## src/hdl/kmul_cfg.svh

```systemverilog
// widths are fixed at 32 by 32 and the datapath is only correct for the values below
`ifndef KMUL_CFG_SVH
`define KMUL_CFG_SVH

// ------------------------------
// operand and result widths
// ------------------------------

// full operand word
`define KMUL_WIDTH 32
// one half of an operand, also the shared multiplier input width
`define KMUL_HALF 16
// middle term register, one bit above a full half product
`define KMUL_MID_WIDTH 33
// final product register
`define KMUL_PROD_WIDTH 64

`endif
```

## src/hdl/kmul_pkg.sv

```systemverilog
// shared types for the 32 bit karatsuba multiplier, no other operand width is supported
`include "kmul_cfg.svh"

package kmul_pkg;

    // ------------------------------
    // operand types
    // ------------------------------

    // one unsigned half of an operand
    typedef logic [`KMUL_HALF-1:0] half_t;

    // same operand word seen whole or as hi/lo halves
    typedef union packed {
        logic [`KMUL_WIDTH-1:0] word;
        struct packed {
            half_t hi;
            half_t lo;
        } half;
    } operand_u;

    // ------------------------------
    // sequencer steps
    // ------------------------------

    // one-hot, idle step first
    typedef enum logic [4:0] {
        STEP_IDLE = 5'b00001,
        STEP_LOW  = 5'b00010,
        STEP_HIGH = 5'b00100,
        STEP_MID  = 5'b01000,
        STEP_DONE = 5'b10000
    } step_e;

    // partial product handed to the accumulator
    typedef struct packed {
        // output of the shared 16x16 multiplier
        logic [`KMUL_WIDTH-1:0] product;
        // subtract from the middle term instead of adding
        logic                   negate;
    } pp_t;

endpackage

```

## src/hdl/kmul_top.sv

```systemverilog
// one operation per reset, operands must stay stable until done rises
`timescale 1ns/1ns
`include "kmul_cfg.svh"

module kmul_top (
    input  logic                         clk,
    input  logic                         rst,
    input  logic                         enable,
    input  kmul_pkg::operand_u           a,
    input  kmul_pkg::operand_u           b,
    output logic [`KMUL_PROD_WIDTH-1:0]  product,
    output logic                         done
);

    import kmul_pkg::*;

    // ------------------------------
    // internal wiring
    // ------------------------------

    // current step, one-hot
    step_e step;
    // accumulators load on this
    logic  acc_en;
    // partial product of the current step
    pp_t   pp;

    // step machine
    kmul_sequencer kmul_sequencer_inst (
        .clk    (clk),
        .rst    (rst),
        .enable (enable),
        .step   (step),
        .acc_en (acc_en),
        .done   (done)
    );

    // half split, differences and the one 16x16 multiply
    kmul_operand_path kmul_operand_path_inst (
        .a    (a),
        .b    (b),
        .step (step),
        .pp   (pp)
    );

    // middle and result registers
    kmul_accumulator kmul_accumulator_inst (
        .clk     (clk),
        .rst     (rst),
        .step    (step),
        .acc_en  (acc_en),
        .pp      (pp),
        .product (product)
    );

endmodule

```

## src/hdl/kmul_accumulator.sv

```systemverilog
// registers load only with acc_en high, product is valid once the sequencer reports done
`timescale 1ns/1ns
`include "kmul_cfg.svh"

module kmul_accumulator (
    input  logic                         clk,
    input  logic                         rst,
    input  kmul_pkg::step_e              step,
    input  logic                         acc_en,
    input  kmul_pkg::pp_t                pp,
    output logic [`KMUL_PROD_WIDTH-1:0]  product
);

    import kmul_pkg::*;

    // ------------------------------
    // middle term
    // ------------------------------

    // collects lo*lo + hi*hi, then the signed difference product
    logic [`KMUL_MID_WIDTH-1:0] mid_q;
    logic [`KMUL_MID_WIDTH-1:0] mid_sum;
    logic [`KMUL_MID_WIDTH-1:0] pp_ext;

    assign pp_ext = {1'b0, pp.product};

    // final middle value is never negative
    assign mid_sum = pp.negate ? (mid_q - pp_ext) : (mid_q + pp_ext);

    // ------------------------------
    // result
    // ------------------------------

    logic [`KMUL_PROD_WIDTH-1:0] res_q;
    logic [`KMUL_PROD_WIDTH-1:0] res_term;
    logic [`KMUL_PROD_WIDTH-1:0] res_sum;

    // fixed shifts per step, plain wiring
    always_comb begin
        case (step)
            STEP_LOW: begin
                res_term = {{`KMUL_WIDTH{1'b0}}, pp.product};
            end
            STEP_HIGH: begin
                res_term = {pp.product, {`KMUL_WIDTH{1'b0}}};
            end
            // fresh middle sum, not the registered one
            STEP_MID: begin
                res_term = {{(`KMUL_PROD_WIDTH-`KMUL_MID_WIDTH-`KMUL_HALF){1'b0}},
                            mid_sum, {`KMUL_HALF{1'b0}}};
            end
            default: begin
                res_term = '0;
            end
        endcase
    end

    assign res_sum = res_q + res_term;

    // both accumulators step together
    always_ff @(posedge clk) begin
        if (rst) begin
            mid_q <= '0;
            res_q <= '0;
        end else if (acc_en) begin
            mid_q <= mid_sum;
            res_q <= res_sum;
        end
    end

    assign product = res_q;

endmodule

```

## src/hdl/kmul_operand_path.sv

```systemverilog
// purely combinational, the partial product follows step in the same cycle
`timescale 1ns/1ns
`include "kmul_cfg.svh"

module kmul_operand_path (
    input  kmul_pkg::operand_u a,
    input  kmul_pkg::operand_u b,
    input  kmul_pkg::step_e    step,
    output kmul_pkg::pp_t      pp
);

    import kmul_pkg::*;

    // difference hi - lo as borrow bit over a 16 bit magnitude
    function automatic logic [`KMUL_HALF:0] diff_mag(input half_t hi, input half_t lo);
        logic [`KMUL_HALF:0] diff;
        half_t               mag;
        diff = {1'b0, hi} - {1'b0, lo};
        // borrow set means lo above hi, so negate the low bits
        if (diff[`KMUL_HALF]) begin
            mag = ~diff[`KMUL_HALF-1:0] + 1'b1;
        end else begin
            mag = diff[`KMUL_HALF-1:0];
        end
        return {diff[`KMUL_HALF], mag};
    endfunction

    // ------------------------------
    // half split
    // ------------------------------

    half_t hi_a;
    half_t lo_a;
    half_t hi_b;
    half_t lo_b;

    assign hi_a = a.half.hi;
    assign lo_a = a.half.lo;
    assign hi_b = b.half.hi;
    assign lo_b = b.half.lo;

    // magnitudes and signs of both differences
    logic  borrow_a;
    logic  borrow_b;
    half_t mag_a;
    half_t mag_b;

    assign {borrow_a, mag_a} = diff_mag(hi_a, lo_a);
    assign {borrow_b, mag_b} = diff_mag(hi_b, lo_b);

    // ------------------------------
    // shared multiplier
    // ------------------------------

    half_t                  mul_x;
    half_t                  mul_y;
    logic [`KMUL_WIDTH-1:0] mul_p;

    // idle and done feed zeros
    always_comb begin
        mul_x = '0;
        mul_y = '0;
        case (step)
            STEP_LOW: begin
                mul_x = lo_a;
                mul_y = lo_b;
            end
            STEP_HIGH: begin
                mul_x = hi_a;
                mul_y = hi_b;
            end
            STEP_MID: begin
                mul_x = mag_a;
                mul_y = mag_b;
            end
            default: begin
                mul_x = '0;
                mul_y = '0;
            end
        endcase
    end

    assign mul_p = mul_x * mul_y;

    // signed difference product is positive here, so it comes off the middle sum
    assign pp.product = mul_p;
    assign pp.negate  = (step == STEP_MID) && (|mag_a) && (|mag_b) && (borrow_a == borrow_b);

endmodule

```

## src/hdl/kmul_sequencer.sv

```systemverilog
// advances one step per edge with enable high and holds in done until the next reset
`timescale 1ns/1ns

module kmul_sequencer (
    input  logic            clk,
    input  logic            rst,
    input  logic            enable,
    output kmul_pkg::step_e step,
    output logic            acc_en,
    output logic            done
);

    import kmul_pkg::*;

    // ------------------------------
    // state register
    // ------------------------------

    step_e state_q;
    step_e state_d;

    // order is idle, low, high, mid, done
    always_comb begin
        case (state_q)
            STEP_IDLE: begin
                state_d = STEP_LOW;
            end
            STEP_LOW: begin
                state_d = STEP_HIGH;
            end
            STEP_HIGH: begin
                state_d = STEP_MID;
            end
            STEP_MID: begin
                state_d = STEP_DONE;
            end
            // terminal, only reset leaves it
            STEP_DONE: begin
                state_d = STEP_DONE;
            end
            // illegal one-hot code
            default: begin
                state_d = STEP_IDLE;
            end
        endcase
    end

    // enable low freezes the step
    always_ff @(posedge clk) begin
        if (rst) begin
            state_q <= STEP_IDLE;
        end else if (enable) begin
            state_q <= state_d;
        end
    end

    // ------------------------------
    // outputs
    // ------------------------------

    // step code goes straight to the datapath
    assign step = state_q;

    // no accumulation once finished
    assign acc_en = enable && (state_q != STEP_DONE);

    // level, held until reset
    assign done = (state_q == STEP_DONE);

endmodule

```

## config.mk

```make
export PLATFORM = sky130hd
export DESIGN_NAME = kmul_top
export DESIGN_NICKNAME = d
export VERILOG_FILES = /design/src/hdl/kmul_pkg.sv /design/src/hdl/kmul_top.sv /design/src/hdl/kmul_accumulator.sv /design/src/hdl/kmul_operand_path.sv /design/src/hdl/kmul_sequencer.sv
export VERILOG_INCLUDE_DIRS = /design/src /design/src/hdl
export SDC_FILE = /design/constraint.sdc
export NUM_CORES = 1
export LEC_CHECK = 0
export BUFFER_PORTS_ARGS = -buffer_cell sky130_fd_sc_hd__buf_4
export CORE_ASPECT_RATIO = 0.5
export CORE_MARGIN = 4
export CORE_UTILIZATION = 66
export DETAILED_ROUTE_END_ITERATION = 8
export GPL_ROUTABILITY_DRIVEN = 0
export PLACE_DENSITY = 0.86
export SLEW_MARGIN = 20
export SYNTH_ARGS = -nofsm -noshare
export SYNTH_HDL_FRONTEND = slang
export SYNTH_SLANG_ARGS = --single-unit
```

## constraint.sdc

```tcl
create_clock -name clk -period 44.6 [get_ports clk]
set_input_delay 8.92 -clock clk [delete_from_list [all_inputs] [get_ports clk]]
set_output_delay 8.92 -clock clk [all_outputs]
set_load 0.05 [all_outputs]
```

# [Yosys cells after proc, flatten, opt, wreduce, memory -nomap -nowiden]
# Index checks and enable logic that the tools add are counted.
[totals] reg_bits=102 in_bits=67 out_inout_bits=65
[classes] addsub=7 multipliers=1 eq_ne=7 n_mux=7 bitwise_logic=2 n_reduce_logical=7
[ops] cell="$pmux 64 s3" count=1
[ops] cell="$pmux 16 s3" count=2
[ops] cell="$add 64x64->64" count=1
[ops] cell="$sub 16x16->17" count=2
[ops] cell="$add 33x32->33" count=1
[ops] cell="$mux 33" count=1
[ops] cell="$sub 33x32->33" count=1
[ops] cell="$add 16x1->16 const B" count=2
[ops] cell="$mul 16x16->32" count=1
[ops] cell="$mux 16" count=2
[ops] cell="$not 16->16" count=2
[ops] cell="$reduce_or 16->1" count=2
[ops] cell="$pmux 5 s4" count=1
[ops] cell="$eq 5x1->1 const B" count=1
[ops] cell="$eq 5x2->1 const B" count=1
[ops] cell="$eq 5x3->1 const B" count=1
[ops] cell="$eq 5x4->1 const B" count=1
[ops] cell="$eq 5x5->1 const B" count=1
[ops] cell="$ne 5x5->1 const B" count=1
[ops] cell="$logic_and 1x1->1" count=4
[ops] cell="$reduce_or 2->1" count=1
[ops] cell="$eq 1x1->1" count=1

# [Depth between registers and ports, before layout]
# Gate-level depths: netlist (run 1).
[logic_depth] ltp_word=11 ltp_mapped=65

# [Cells and area by module]
# Synthesis (run 1) repeated with hierarchy kept, for this count alone.
[unflattened] cells_unflattened=2852 hier_area_um2=22007.4
[modules_own_cells] mod="kmul_operand_path" n_inst=1 cells_each=1525 area_per_inst_um2=11856.4 seq_area_each_um2=0.0
[modules_own_cells] mod="kmul_accumulator" n_inst=1 cells_each=1293 area_per_inst_um2=9858.2 seq_area_each_um2=1941.9
[modules_own_cells] mod="kmul_sequencer" n_inst=1 cells_each=34 area_per_inst_um2=292.8 seq_area_each_um2=100.1

# [Worst setup path before layout (run 1)]
# Ideal clock, no wire load.
[synth_timing] path_type="input to register" from="in a[16] (netlist name)" to="reg kmul_accumulator_inst.res_q[63], in the netlist kmul_accumulator_inst.product[63]" setup_time_ps=121 arrival_ps=22591 slack_ps=21888 stages=61 path_buffers=4 path_cell_list="inv_1 -> ha_1 -> inv_1 -> fa_1 -> a211o_1 -> a21oi_1 -> o31ai_1 -> a2111oi_0 -> o31a_1 -> clkbuf_1 -> clkbuf_1 -> o21ai_0 -> xor2_1 -> o21ai_0 -> clkbuf_1 -> nand2_1 -> fa_1 -> fa_1 -> [25 not listed] -> a21o_1 -> a31oi_1 -> xnor3_1 -> o22ai_2 -> ha_1 -> a21o_1 -> a21o_1 -> a21oi_1 -> o21a_1 -> o21ai_0 -> a21o_1 -> a21o_1 -> a21o_1 -> a21oi_1 -> nor2_1 -> o21a_1 -> nor4_1 -> mux2_2"
[synth_via] elab_chain_cells=11 word_cells_on_any_way=16 classes_between="add/sub: 5; mul: 1; eq/ne: 1; mux: 4; bitwise: 1; reduce/logical: 4"
[synth_rtl] element="start, declared" line="kmul_top.sv:9" rtl="input kmul_pkg::operand_u a,"
[synth_rtl] element="branches (longest 9 deep; another with $add 33x32->33)"
[synth_rtl] element="$pmux 64 s3 *" line="kmul_accumulator.sv:40" rtl="case (step)"
[synth_rtl] element="$add 64x64->64 *" line="kmul_accumulator.sv:58" rtl="assign res_sum = res_q + res_term;"
[synth_rtl] element="end signal, assigned" line="kmul_accumulator.sv:67" rtl="res_q <= res_sum;"
[synth_rtl] element="end, declared" line="kmul_accumulator.sv:34" rtl="logic [`KMUL_PROD_WIDTH-1:0] res_q;"
# Mark *: on every way between the ends.
# A chain may end at the register's enable or synchronous reset.

# [Worst setup path after layout (run 1)]
[layout_timing] from="in a[16] (netlist name)" to="reg kmul_accumulator_inst.res_q[57], in the netlist kmul_accumulator_inst.product[57]"
# The elaborated chain is that of the path after synthesis.

==> flow_metrics.py, run 1 <==
metrics = {
    "logic_synthesis": {
        "synth_cell_type_count": 82,
        "synthFlopType": "dfxtp_1",
        "syn_area_um2": 21300,
        "synth_seq_cells": 102,
        "synth_nets": 3295,
        "syn_avg_cell_area_um2": 7.616,
        "synth-edff-count": 0,
        "synth.top_cell.area_share_pct": 18.61,
        "netlist_instances": 2796,
        "yosysTopAreaCell": "fa_1",
        "yosys-top-cells-area": "fa_1 19%, ha_1 14%, dfxtp_1 9.6%, nand2_1 6.6%, inv_1 5.7%",
        "ys_warn_count": 0,
        "synthArstFlopShare_pct": 0,
        "synth-seq-area-share_pct": 9.589,
    },
    "floorplan": {
        "boundaryPins": 132,
        "rows": 46,
        "initial_core_util_pct": 67.15,
        "die_h_um": 135.0,
        "coreArea_um2": 31710,
        "die-area_um2": 35380,
        "fp.dieW_um": 262.0,
    },
    "worst_setup_path": {
        "rrSetupSlack_ns": 30.09,
        "r2r_end": "kmul_accumulator_inst.product[62]",
        "cp-end-kind": "flip-flop",
        "crit_fanout": 10,
        "worst_ep_required_time_ns": 44.85,
        "critPathMaxStageDelay_ns": 0.88,
        "cpMostUsedCell": "fa_1",
        "cp-start-kind": "primary input",
        "timing.rr.start": "kmul_sequencer_inst.step[0]",
        "crit_slowest_cell": "o21ai_1",
        "worstSetupPathType": "in2reg",
        "reg2reg_depth": 49,
        "cp.arrival_ns": 24.49,
    },
    "final_layout": {
        "nets": 3350,
        "final_util_pct": 72.46,
        "drive_gt1_share_pct": 7.391,
        "final_cell_mix": "373 x nand2_1, 321 x inv_1, 234 x ha_1",
        "final_common_cell": "nand2_1",
        "multi_input_area_um2": 17620,
        "area_growth_syn_to_layout_pct": 7.908,
        "regArea_um2": 2042,
        "fill_cells": 2568,
        "antenna_cells": 0,
    },
    "clock_network": {
        "clockRootBuffer": "clkbuf_16",
        "clockBufferDepth": 2,
        "clkLatencyLatePin_ns": 0.36,
        "cts_hold_buffers": 0,
        "cts_tree": "done",
        "clkSinkCount": 102,
        "post_cts_buffers": 0,
        "cts_buffers": 9,
        "clkTransAtPathRegs_ns": 0.08,
        "ctsHtreeMaxLevel": 3,
        "cts_resized": 0,
    },
    "sta": {
        "fin_skew_ns": 0.008999,
        "final.setup.tns_ns": 0,
        "finalSetupViolCount": 0,
        "timing.fmax_mhz": 41.25,
        "timing.final.crit_share_pct": 54.36,
        "rsz0062_at_grt": "false",
        "slew_headroom_pct": 21.50,
        "tightest_slew_ns": 1.148,
        "drv_slew": 0,
        "period_needed_ns": 24.24,
        "hold_viol": 0,
        "layout_setup_ws_ns": 20.36,
    },
    "route": {
        "avgRoutedWirePerCell_um": 18.50,
        "ant_nets": 0,
        "via_per_inst": 6.287,
        "top_layer": "met5",
        "drt_iter0_markers": 2224,
        "drtPass1Iterations": 6,
        "drc": 0,
        "dr_wl_met3_mm": 7.180,
        "wl_mm": 60.80,
        "met1_length_mm": 25.23,
        "wl_met2_mm": 26.09,
        "vias": 20670,
    },
    "global_route": {
        "grt_pass1_vias": 20160,
        "track_usage_pct": 34.26,
        "antenna_found_initial": 1,
        "grt_pass1_wl_mm": 99.73,
        "grt_max_degree": 98,
        "overflow": 0,
    },
    "worst_hold_path": {
        "hold_path_depth": 2,
        "hold_end": "kmul_accumulator_inst.mid_q[23]",
        "hold_path_class": "reg2reg",
        "min_from": "kmul_accumulator_inst.mid_q[23]",
    },
    "power": {
        "leakagePower_nw": 11.34,
        "power_density_nw_per_um2": 19.47,
        "vdd_ir_drop_max_v": 0.00002892,
    },
    "flow_run": {
        "cap_violations": 0,
    },
    "placed_design": {
        "dp_hpwl_mm": 47.29,
        "port_buffers": 131,
        "post-place-ws_ns": 20.07,
    },
    "outcome": {
        "status": "finished clean",
    },
}
-- synthesized netlist by cell type, drive strengths merged (16+ instances only) --
cell / n
nand2: 373
inv: 321
ha: 234
a21oi: 214
nor2: 201
fa: 198
clkbuf: 115
xnor2: 115
o21ai: 113
dfxtp: 102
and2: 85
xor2: 77
a21o: 74
nand3: 44
nor3: 41
o21a: 39
a22oi: 31
nand2b: 29
o22ai: 26
nand4: 25
a31oi: 23
nor2b: 23
a211oi: 21
o21bai: 18
and3: 16
-- layout make-up --
type	instances	area share, %
clock buffer	10	0.9964
multi-input combinational	2250	76.69
tap	432	2.352
timing repair buffer	167	5.472
sequential	102	8.886
inverter	321	5.243
clock inverter	5	0.3648
-- flip-flops by register name, summed over array words and instances (netlist names) --
signal	flops
kmul_accumulator_inst.mid_q	33
kmul_sequencer_inst.step	5
kmul_accumulator_inst.product	64
-- routing by layer --
layer / vias up / global-route usage [%]
met5: - / 0
met4: 2 / 11.05
met3: 226 / 9.818
met2: 1137 / 54.00
met1: 9661 / 45.85
li1: 9641 / -
-- logic make-up (layout without fill, tap and decap cells) --
logic type	count (synthesis)	in the layout	synth area share, %
flops	102	102	9.589
fa+ha+maj	432	432	32.36
xor+xnor	193	193	8.002
buf+inv	444	503	7.873
compound gates	696	696	21.39
mux	13	13	0.6463
simple gates	916	916	20.14
-- worst max-delay path by stage --
| stage | from | endpoint | slack, ns | cells after the start |
|---|---|---|---|---|
| floorplan | a[16] | kmul_accumulator_inst.product[63] | 21.89 | 61 |
| global placement | a[16] | kmul_accumulator_inst.product[63] | 20.60 | 59 |
| detailed placement | a[16] | kmul_accumulator_inst.product[63] | 20.07 | 58 |
| CTS | a[16] | kmul_accumulator_inst.product[63] | 20.31 | 58 |
| global route | a[16] | kmul_accumulator_inst.product[63] | 19.42 | 59 |
| finish | a[16] | kmul_accumulator_inst.product[57] | 20.36 | 54 |
-- power breakdown --
| part | total [mW] | internal [mW] | switching [mW] |
|---|---|---|---|
| Combinational | 0.255 | 0.104 | 0.150 |
| Clock | 0.0875 | 0.0493 | 0.0382 |
| Sequential | 0.105 | 0.0996 | 0.00582 |
| Total | 0.447 | 0.253 | 0.194 |
-- worst max-delay path: cells and delay by family --
family / cells / cell delay (ns)
AO/OA/AOI/OAI: 17 / 5.47
adder cells (fa/ha/maj): 11 / 4.90
AND/OR/NAND/NOR: 15 / 3.69
XOR/XNOR: 4 / 0.98
buffers and inverters: 7 / 0.53
-- through the flow --
step	hold WS (ns)	total power, mW	cells	instance area, um^2
finish	0.4635	0.4474	3287	22980
global placement	0.4467	0.3450	3271	22640
detailed placement	0.4562	0.3484	3271	22640
CTS	0.4660	0.4391	3286	22960
floorplan	0.4406	0.3000	2796	21300
global route	0.4812	0.4757	3287	22980
Note: power is estimated with default switching activity, not from simulation.
==> run 2, diff against run 1 <==
ABC_AREA = 1   (was unset)
CORE_UTILIZATION = 65   (was 66)
PLACE_DENSITY = 0.84   (was 0.86)
clock period = 23 ns   (was 44.6 ns; I/O delays follow)
==> flow_metrics.py, run 2 <==
metrics = {
    "final_layout": {
        "area_growth_syn_to_layout_pct": 6.760,
        "final_common_cell": "nand2_1",
        "final_util_pct": 71.49,
        "antenna_cells": 0,
        "largest_reg_flops": 64,
        "fill_cells": 3022,
        "nets": 4286,
        "final_cell_mix": "837 x nand2_1, 754 x inv_1, 481 x nor2_1",
        "drive_gt1_share_pct": 6.672,
    },
    "clock_network": {
        "cts_hold_buffers": 0,
        "clockBufferDepth": 2,
        "clkTransAtPathRegs_ns": 0.07,
        "ctsHtreeMaxLevel": 3,
        "clockRootBuffer": "clkbuf_16",
        "cts_resized": 0,
        "clkLatencyLatePin_ns": 0.37,
        "clkSinkCount": 102,
        "cts_buffers": 9,
        "post_cts_buffers": 0,
        "cts_tree": "done",
    },
    "power": {
        "p_total_mw": 1.188,
        "power_density_nw_per_um2": 47.36,
        "leakagePower_nw": 14.21,
        "vdd_ir_drop_max_v": 0.00005797,
    },
    "sta": {
        "fin_skew_ns": 0.01695,
        "timing.fmax_mhz": 56.35,
        "slew_headroom_pct": 32.83,
        "final.setup.tns_ns": 0,
        "hold_viol": 0,
        "period_needed_ns": 17.75,
        "rsz0062_at_grt": "false",
        "tightest_slew_ns": 1.001,
        "finalSetupViolCount": 0,
        "layout_setup_ws_ns": 5.253,
        "timing.final.crit_share_pct": 77.16,
        "drv_slew": 0,
    },
    "worst_setup_path": {
        "r2r_end": "kmul_accumulator_inst.product[60]",
        "critPathMaxStageDelay_ns": 0.62,
        "cp.arrival_ns": 18.00,
        "cpMostUsedCell": "nand2_1",
        "crit_slowest_cell": "fa_1",
        "timing.rr.start": "kmul_sequencer_inst.step[0]",
        "reg2reg_depth": 53,
        "worstSetupPathType": "in2reg",
        "cp-end-kind": "flip-flop",
        "rrSetupSlack_ns": 9.40,
        "cp-start-kind": "primary input",
        "crit_fanout": 21,
        "worst_ep_required_time_ns": 23.25,
    },
    "floorplan": {
        "die-area_um2": 39420,
        "die_h_um": 142.4,
        "fp.dieW_um": 276.8,
        "coreArea_um2": 35070,
        "rows": 48,
        "boundaryPins": 132,
        "initial_core_util_pct": 66.97,
    },
    "route": {
        "drc": 0,
        "vias": 24680,
        "drtPass1Iterations": 8,
        "avgRoutedWirePerCell_um": 16.89,
        "wl_mm": 72.07,
        "via_per_inst": 5.784,
        "ant_nets": 0,
        "drt_iter0_markers": 3106,
    },
    "global_route": {
        "grt_pass1_vias": 23370,
        "grt_max_degree": 82,
        "grt_pass1_wl_mm": 115.7,
        "track_usage_pct": 35.91,
        "antenna_found_initial": 1,
        "overflow": 0,
    },
    "logic_synthesis": {
        "synth_cell_type_count": 63,
        "netlist_instances": 3723,
        "synth_seq_cells": 102,
        "synthTopCellsByCount": "838 x nand2_1, 756 x inv_1, 481 x nor2_1",
        "yosysTopAreaCell": "fa_1",
        "ys_warn_count": 0,
        "yosysMostFrequentCell": "nand2_1",
        "synth.top_cell.area_share_pct": 16.88,
        "syn_avg_cell_area_um2": 6.309,
        "synthFlopType": "dfxtp_1",
        "syn_area_um2": 23490,
        "synth-seq-area-share_pct": 8.694,
        "yosys-top-cells-area": "fa_1 17%, nand2_1 13%, ha_1 12%, inv_1 12%, dfxtp_1 8.7%",
        "synth_nets": 4222,
        "synthArstFlopShare_pct": 0,
        "synth-edff-count": 0,
    },
    "flow_run": {
        "cap_violations": 0,
    },
    "worst_hold_path": {
        "hold_path_depth": 2,
        "hold_path_class": "reg2reg",
        "min_from": "kmul_accumulator_inst.mid_q[2]",
        "hold_end": "kmul_accumulator_inst.mid_q[2]",
    },
    "placed_design": {
        "dp_hpwl_mm": 58.41,
        "port_buffers": 131,
        "post-place-ws_ns": 5.392,
    },
    "outcome": {
        "status": "finished clean",
    },
}
## run 2: changes by cell type in the layout (fill, tap and decap cells not counted), sizes merged, moves of 18 or more
cell and delta:
nor2 +294, o22ai -18, o21a -33, and2 -80
a21o -66, nand2 +486, nand2b -29, inv +442
nor2b -23, a22oi -31, buf -31, xnor2 -72
nand3 +99, o21ai +135
## run 2: worst max path at each step
stage / startpoint / end / depth (start not counted) / slack [ns]
finish: b[16] / kmul_accumulator_inst.product[60] / 63 / 5.25
global route: b[16] / kmul_accumulator_inst.product[60] / 63 / 4.42
CTS: b[16] / kmul_accumulator_inst.product[60] / 63 / 5.74
detailed placement: b[16] / kmul_accumulator_inst.product[60] / 63 / 5.39
global placement: b[16] / kmul_accumulator_inst.product[60] / 63 / 5.60
floorplan: a[16] / kmul_accumulator_inst.product[60] / 61 / 7.70
## run 2: metrics by stage
stage	cells	cell area [um^2]	hold slack [ns]
after floorplan	3723	23490	0.4618
after global placement	4251	24750	0.4745
after detailed placement	4251	24750	0.4834
after CTS	4267	25080	0.4971
after global routing	4267	25080	0.5111
final	4267	25080	0.5001
## run 2: where the power goes
part / total, mW / internal (mW) / switching, mW
clock network: 0.172 / 0.0971 / 0.0753
logic: 0.785 / 0.260 / 0.525
registers: 0.231 / 0.206 / 0.0241
## run 2: logic make-up (layout without fill, tap and decap cells)
family / Yosys count / after routing / share of synthesized area [%]
buffers and inverters: 850 / 919 / 13.80
flip-flops: 102 / 102 / 8.694
XOR/XNOR: 136 / 136 / 5.391
AND/OR/NAND/NOR: 1615 / 1615 / 28.79
adder cells (fa/ha/maj): 432 / 432 / 29.34
AO/OA/AOI/OAI: 588 / 588 / 13.99
## run 2: final cells by class
type | instances | area (um^2) | area share (%)
well taps | 475 | 594.3 | 2.370
flip-flops and latches | 102 | 2042 | 8.143
clock buffers | 13 | 280.3 | 1.118
multi-input cells | 2771 | 18210 | 72.61
clock inverters | 3 | 47.55 | 0.1896
repair buffers | 136 | 1021 | 4.072
inverters | 767 | 2883 | 11.50
## run 2: routing by layer
layer	up-vias	wire, um	global-route usage [%]
met5	-	13	0
met4	2	3187	14.08
met3	274	8435	7.736
met2	1434	31140	58.09
met1	11220	29290	47.63
li1	11760	-	-
## run 2: worst max-delay path: cells and delay by family
kind                       cells  cell delay (ns)
AOI/OAI and AO/OA              7             1.29
buffers and inverters         10             1.13
adders and majority gates     11             4.86
xor gates and xnor gates       2             0.48
and+or+nand+nor               33             5.60
